===== config.mk =====
export PLATFORM = sky130hd
export DESIGN_NAME = regView
export DESIGN_NICKNAME = d
export VERILOG_FILES = /design/src/logic/regViewPkg.sv /design/src/logic/regFile.sv /design/src/logic/changeTracker.sv /design/src/logic/binToBcd.sv /design/src/logic/digitScanner.sv /design/src/logic/regView.sv
export SDC_FILE = /design/constraint.sdc
export NUM_CORES = 1
export LEC_CHECK = 0
export BUFFER_PORTS_ARGS = -buffer_cell sky130_fd_sc_hd__buf_2
export CAP_MARGIN = 20
export CORE_MARGIN = 4
export CORE_UTILIZATION = 30
export DETAILED_ROUTE_END_ITERATION = 12
export GPL_TIMING_DRIVEN = 0
export PLACE_DENSITY = 0.49
export SETUP_SLACK_MARGIN = 0.1
export SKIP_LAST_GASP = 1
export SYNTH_ARGS = -nofsm -noshare
export SYNTH_HDL_FRONTEND = slang
export SYNTH_SLANG_ARGS = --single-unit

===== constraint.sdc =====
create_clock -name clock -period 3.6 [get_ports clock]
set_clock_uncertainty 0.05 [all_clocks]
set_input_delay 0.54 -clock clock [delete_from_list [all_inputs] [get_ports clock]]
set_output_delay 0.54 -clock clock [all_outputs]
set_load 0.01 [all_outputs]

===== src/logic/regViewPkg.sv =====
package regViewPkg;

    // ========================================
    // widths
    // ========================================
    localparam int dataW    = 32;
    localparam int regCount = 32;               // slot zero is fixed at zero
    localparam int addrW    = $clog2(regCount);
    localparam int selW     = 7;                // switch input
    localparam int binW     = 16;               // part of the register that gets shown

    localparam int stepW = $clog2(binW);
    localparam logic [stepW-1:0] stepLast = stepW'(binW - 1);

    localparam int bcdDigits   = 5;
    localparam int shownDigits = 4;

    // ========================================
    // display
    // ========================================
    localparam int anW  = 8;                    // upper four anodes stay dark
    localparam int segW = 7;
    localparam int posW = $clog2(shownDigits);

    localparam int refreshDiv = 16;             // cycles per lit digit
    localparam int prescW     = $clog2(refreshDiv);
    localparam logic [prescW-1:0] prescLast = prescW'(refreshDiv - 1);

    // active low, bit 6 is segment g
    localparam logic [segW-1:0] segBroken = 7'b1110111;
    localparam logic [segW-1:0] segGlyph [0:9] = '{
        7'b1000000,
        7'b1111001,
        7'b0100100,
        7'b0110000,
        7'b0011001,
        7'b0010010,
        7'b0000010,
        7'b1111000,
        7'b0000000,
        7'b0010000
    };

    // converter works on the raw word, display picks single digits
    typedef union packed {
        logic [bcdDigits*4-1:0]    raw;
        logic [bcdDigits-1:0][3:0] digit;
    } bcdWord_t;

endpackage


===== src/logic/regFile.sv =====
module regFile (
    input  logic                            clock,
    input  logic                            rstN,
    input  logic                            wrEn,
    input  logic [regViewPkg::addrW-1:0]    wrAddr,
    input  logic [regViewPkg::dataW-1:0]    wrData,
    input  logic [regViewPkg::selW-1:0]     sw,
    output logic [regViewPkg::dataW-1:0]    rdData
);

    // slot zero has no storage
    logic [regViewPkg::dataW-1:0] regs [1:regViewPkg::regCount-1];
    logic                         inRange;

    // ========================================
    // write port
    // ========================================
    always_ff @(posedge clock) begin
        if (!rstN) begin
            for (int i = 1; i < regViewPkg::regCount; i++) begin
                regs[i] <= '0;
            end
        end else if (wrEn && (wrAddr != '0)) begin
            regs[wrAddr] <= wrData;
        end
    end

    // ========================================
    // read port
    // ========================================
    // upper switch bits must be clear, else the select is past the last slot
    assign inRange = (sw != '0) && (sw[regViewPkg::selW-1:regViewPkg::addrW] == '0);

    always_comb begin
        if (inRange) begin
            rdData = regs[sw[regViewPkg::addrW-1:0]];
        end else begin
            rdData = '0; // zero and out of range
        end
    end

endmodule


===== src/logic/changeTracker.sv =====
module changeTracker (
    input  logic                            clock,
    input  logic                            rstN,
    input  logic [regViewPkg::dataW-1:0]    rdData,
    input  logic                            busy,
    output logic                            start,
    output logic [regViewPkg::binW-1:0]     binValue
);

    logic [regViewPkg::binW-1:0] sample;
    logic                        changed;

    always_ff @(posedge clock) begin
        sample <= rdData[regViewPkg::binW-1:0]; // upper half is never shown
    end

    // binValue doubles as the record of the last converted value
    assign changed = (sample != binValue);

    // a change seen while the converter is busy waits here,
    // the compare simply repeats until the converter is free
    always_ff @(posedge clock) begin
        if (!rstN) begin
            start    <= 1'b0;
            binValue <= '0;
        end else begin
            start <= 1'b0;
            if (changed && !busy && !start) begin // busy rises one cycle after start
                start    <= 1'b1;
                binValue <= sample;
            end
        end
    end

endmodule


===== src/logic/binToBcd.sv =====
module binToBcd (
    input  logic                            clock,
    input  logic                            rstN,
    input  logic                            start,
    input  logic [regViewPkg::binW-1:0]     binValue,
    output logic                            busy,
    output logic                            done,
    output regViewPkg::bcdWord_t            bcd
);

    localparam int rawW = regViewPkg::bcdDigits * 4;

    logic [regViewPkg::binW-1:0]  shiftIn;  // remaining input bits, msb first
    logic [regViewPkg::stepW-1:0] stepCnt;
    regViewPkg::bcdWord_t         work;
    regViewPkg::bcdWord_t         adjusted;
    logic                         load;
    logic                         step;

    assign load = start && !busy;
    assign step = busy && !done;

    // ========================================
    // add three to every digit of five or more
    // ========================================
    always_comb begin
        adjusted = work;
        for (int i = 0; i < regViewPkg::bcdDigits; i++) begin
            if (work.raw[4*i +: 4] >= 4'd5) begin
                adjusted.raw[4*i +: 4] = work.raw[4*i +: 4] + 4'd3;
            end
        end
    end

    // ========================================
    // control
    // ========================================
    // one load cycle, binW steps, then done together with busy
    always_ff @(posedge clock) begin
        if (!rstN) begin
            busy    <= 1'b0;
            done    <= 1'b0;
            stepCnt <= '0;
        end else if (load) begin
            busy    <= 1'b1;
            stepCnt <= '0;
        end else if (done) begin
            busy <= 1'b0;
            done <= 1'b0;
        end else if (busy) begin
            stepCnt <= stepCnt + 1'b1;
            if (stepCnt == regViewPkg::stepLast) begin
                done <= 1'b1;
            end
        end
    end

    // ========================================
    // datapath
    // ========================================
    always_ff @(posedge clock) begin
        if (load) begin
            work.raw <= '0;
            shiftIn  <= binValue;
        end else if (step) begin
            work.raw <= {adjusted.raw[rawW-2:0], shiftIn[regViewPkg::binW-1]};
            shiftIn  <= {shiftIn[regViewPkg::binW-2:0], 1'b0};
        end
    end

    assign bcd = work; // stable from done until the next load

endmodule


===== src/logic/digitScanner.sv =====
module digitScanner (
    input  logic                            clock,
    input  logic                            rstN,
    input  logic                            done,
    input  regViewPkg::bcdWord_t            bcd,
    output logic [regViewPkg::anW-1:0]      an,
    output logic [regViewPkg::segW-1:0]     seg
);

    localparam int darkW = regViewPkg::anW - regViewPkg::shownDigits;

    regViewPkg::bcdWord_t               shownWord;
    logic                               lit;        // set by the first result
    logic [regViewPkg::prescW-1:0]      prescale;
    logic [regViewPkg::posW-1:0]        digitPos;
    logic [3:0]                         curDigit;
    logic                               overflow;
    logic [regViewPkg::shownDigits-1:0] anLow;

    // ========================================
    // result latch
    // ========================================
    always_ff @(posedge clock) begin
        if (done) begin
            shownWord <= bcd;
        end
    end

    always_ff @(posedge clock) begin
        if (!rstN) begin
            lit <= 1'b0;
        end else if (done) begin
            lit <= 1'b1;
        end
    end

    // ========================================
    // scan timing
    // ========================================
    always_ff @(posedge clock) begin
        if (!rstN) begin
            prescale <= '0;
            digitPos <= '0;
        end else if (prescale == regViewPkg::prescLast) begin
            prescale <= '0;
            digitPos <= digitPos + 1'b1; // wraps after digit 3
        end else begin
            prescale <= prescale + 1'b1;
        end
    end

    // ========================================
    // anodes and glyphs
    // ========================================
    always_comb begin
        curDigit = shownWord.digit[digitPos];
        overflow = (shownWord.digit[regViewPkg::shownDigits] != 4'd0); // above 9999

        anLow           = '1;
        anLow[digitPos] = 1'b0;

        if (!lit) begin
            an  = '1;
            seg = '1;
        end else begin
            an = {{darkW{1'b1}}, anLow};
            if (overflow || (curDigit > 4'd9)) begin
                seg = regViewPkg::segBroken;
            end else begin
                seg = regViewPkg::segGlyph[curDigit];
            end
        end
    end

endmodule


===== src/logic/regView.sv =====
module regView (
    input  logic                            clock,
    input  logic                            rstN,
    input  logic                            wrEn,
    input  logic [regViewPkg::addrW-1:0]    wrAddr,
    input  logic [regViewPkg::dataW-1:0]    wrData,
    input  logic [regViewPkg::selW-1:0]     sw,
    output logic [regViewPkg::anW-1:0]      an,
    output logic [regViewPkg::segW-1:0]     seg
);

    logic [regViewPkg::dataW-1:0] rdData;
    logic                         start;
    logic [regViewPkg::binW-1:0]  binValue;
    logic                         busy;
    logic                         done;
    regViewPkg::bcdWord_t         bcd;

    // register read
    regFile regFile0 (
        .clock  (clock),
        .rstN   (rstN),
        .wrEn   (wrEn),
        .wrAddr (wrAddr),
        .wrData (wrData),
        .sw     (sw),
        .rdData (rdData)
    );

    // change tracking
    changeTracker changeTracker0 (
        .clock    (clock),
        .rstN     (rstN),
        .rdData   (rdData),
        .busy     (busy),
        .start    (start),
        .binValue (binValue)
    );

    // binary to decimal
    binToBcd binToBcd0 (
        .clock    (clock),
        .rstN     (rstN),
        .start    (start),
        .binValue (binValue),
        .busy     (busy),
        .done     (done),
        .bcd      (bcd)
    );

    // digit scan and glyphs
    digitScanner digitScanner0 (
        .clock (clock),
        .rstN  (rstN),
        .done  (done),
        .bcd   (bcd),
        .an    (an),
        .seg   (seg)
    );

endmodule


==> qor.yml <==
sta:
  relSlewSlack_pct: 23.2
  tightest_slew_ns: 1.12
  holdWs_ns: 0.151
  setup_violations: 0
  tns_ns: 0
  rsz0062_at_grt: "no"
  finalCriticalPeriod_ns: 3.30
  hold_violations: 0
  period_share_pct: 91.6
  max_freq_ghz: 0.303
  timing.final.max_slew_violations: 0
placement:
  placed_cell_area_mm2: 0.0299
  place_hpwl_mm: 62.7
  port_buffers: 38
  gp_congestion: 0.846
pwr:
  seq_power_share_pct: 50.1
  clkPwrFrac_pct: 40.2
  leakagePower_nw: 11.1
  power_frac_comb_pct: 9.6
  p_sw_share_pct: 24.7
  p_int_mw: 12.6
  power.density_mw_per_mm2: 521
  p_sw_mw: 4.12
  ir_drop_uv: 257
clock_tree:
  cts-hold-fix-buffers: 0
  clock_path_buffers: 3
  numCtsBuffers: 68
  root_buffer: "clkbuf_16"
  clk_pin_slew_worst_paths_ns: 0.06
  htreeDepth: 3
  cts_tree: "built"
  clk_latency_ns: 0.62
  cts.sinks: 614
layout:
  fin_nets: 2161
  fin_area_mm2: 0.0320
  layout_commonest_cell: "edfxtp_1"
  final_cell_mix: "edfxtp_1, and2_1, clkbuf_1, nand2_1, mux4_2"
  fin_util_pct: 35.4
  drive_above_1_share_pct: 15.4
  syn2layout_area_growth_pct: 16.3
  fillCellCount: 8764
worst_setup_path:
  r2r-end: "binToBcd0.shiftIn[0]"
  cp_max_fo: 6
  critPathCaptureType: "output pin"
  reg2reg_from: "binToBcd0.done"
  crit_type: "flop to output pin"
  reg2reg_depth: 6
  startpoint_type: "flop"
  critPathArrivalTime_ns: 2.71
  critPathRequiredTime_ns: 3.01
  rrSetupSlack_ns: 0.77
routing:
  firstDrtPassIters: 5
  drtIter0Drc: 1649
  wirelength_mm: 89.1
  route.detailed.drc: 0
  wire_per_inst_um: 26.8
  antenna_left: 0
  vias: 16900
  vias_per_cell: 5.07
floorplan:
  io_pins: 62
  initial_core_util_pct: 30.4
  die_w_um: 311
  dieHeight_um: 311
  die_area_mm2: 0.0967
  core_mm2: 0.0906
  placementRows: 110
yosys:
  synth-simple-area-share_pct: 14.9
  ys_seq_elements: 614
  synth_cell_types: 45
  synthAdderAreaFrac_pct: 0.954
  ys.warnings.count: 0
  synth_top_family_by_area: "simple AND/OR/NAND/NOR gates"
  synth_compound_area_share_pct: 4.63
  async_reset_ff_share_pct: 0
  syn_area_per_cell_um2: 14.3
  synth_edf_count: 548
  yosysSeqAreaShare_pct: 64.5
  syn_inst: 1926
  synth_mux_area_share_pct: 11.3
  synth_xor_area_share_pct: 0.890
  syn_area_mm2: 0.0275
  ys.flop_type: "edfxtp_1"
global_routing:
  grt_pass1_vias: 17200
  grt_max_degree: 25
  overflow: 0
  grtUsageTotal_pct: 18.0
  antenna_found_initial: 11
  grt_pass1_wl_mm: 125
hold_path:
  hold_class: "input port to flop"
  hp-start: "wrData[6]"
  hold_depth: 1
  min_to: "regFile0.regs[0][6]"
status:
  status: "finished clean"
flow_run:
  drv_cap: 0
worst max-delay path, stage by stage (launching register included):
cell	delay (ns)
dfxtp_1	0.38
buf_6	0.16
mux4_2	0.55
inv_1	0.14
ha_1	0.18
nor2_1	0.05
o21ai_0	0.14
and3_2	0.25
o21ai_0	0.11
buf_2	0.15
area by class of cell:
type | instances | area, um^2 | area share (%)
flip-flops and latches | 614 | 17800 | 55.5
multi-input cells | 1157 | 9180 | 28.6
clock buffers | 95 | 1880 | 5.86
well taps | 1176 | 1470 | 4.59
repair buffers | 79 | 722 | 2.25
plain buffers | 156 | 714 | 2.23
clock inverters | 28 | 226 | 0.707
inverters | 17 | 63.8 | 0.199
diodes | 5 | 12.5 | 0.0390
stage by stage:
step	cells	power (mW)	setup WS, ns
floorplan	1944	9.36	0.767
global placement	3158	10.0	-1.43
detailed placement	3196	10.1	-0.169
CTS	3319	16.8	0.160
global route	3322	17.2	0.0938
finish	3327	16.7	0.301
synthesized netlist by cell type, drive strengths merged (8+ instances only):
master	count	area [um^2]
edfxtp	548	16500
and2	502	3140
clkbuf	120	450
nand2	105	394
mux4	99	2230
mux2i	85	851
dfxtp	66	1320
o21ai	52	260
nor2	48	180
buf	36	258
a22o	35	307
xnor2	23	201
ha	21	263
o22ai	21	131
inv	17	63.8
nor3	17	85.1
a211oi	16	120
a2111oi	15	139
o221ai	15	131
a21oi	13	65.1
nand2b	10	62.6
nand3	9	45.0
nand4	8	50.1
kinds of logic (layout without fill, tap and decap cells):
logic type      Yosys count  after routing
simple gates            720            720
fa+ha+maj                21             21
other cells               2             25
mux                     186            186
flops                   614            614
xor+xnor                 28             28
buf+inv                 173            375
compound gates          182            182
power by group through the flow:
stage / Combinational, mW / Clock [mW] / Sequential, mW
6_report: 1.61 / 6.71 / 8.36
5_1_grt: 1.71 / 7.08 / 8.40
4_1_cts: 1.60 / 6.81 / 8.37
3_5_place_dp: 1.60 / 0 / 8.52
3_3_place_gp: 1.49 / 0 / 8.52
2_1_floorplan: 0.897 / 0 / 8.46
layer usage:
layer,track usage [%],part of all wire [%],vias to the layer above
met5,0,0.022,-
met3,3.98,8.2,114
met1,25.4,44,8695
met2,28.2,45,664
met4,4.90,2.5,2
li1,-,-,7386
registers in the layout, indices dropped and copies added, names as in the netlist:
| register | count |
|---|---|
| binToBcd0.bcd | 20 |
| binToBcd0.busy | 1 |
| binToBcd0.done | 1 |
| binToBcd0.shiftIn | 16 |
| binToBcd0.stepCnt | 4 |
| changeTracker0.binValue | 16 |
| changeTracker0.sample | 16 |
| changeTracker0.start | 1 |
| digitScanner0.digitPos | 2 |
| digitScanner0.lit | 1 |
| digitScanner0.prescale | 4 |
| digitScanner0.shownWord | 20 |
| regFile0.regs | 512 |
timing repair:
action,CTS,global route
buffers inserted,0,2
gates resized for setup,1,2
setup endpoints to repair,1,6
worst max path at each step:
stage                              startpoint                        end  slack [ns]  cells past startpoint
floorplan                           wrAddr[1]       regFile0.regs[20][0]        0.77                      3
global placement                         rstN        regFile0.regs[7][8]       -1.43                      4
detailed placement                      sw[2]  changeTracker0.sample[12]       -0.17                      7
CTS                 digitScanner0.digitPos[0]                     seg[5]        0.16                      9
global route        digitScanner0.digitPos[0]                     seg[0]        0.09                      9
finish              digitScanner0.digitPos[0]                     seg[5]        0.30                      9
No activity file was read; power rests on OpenSTA's default activity.
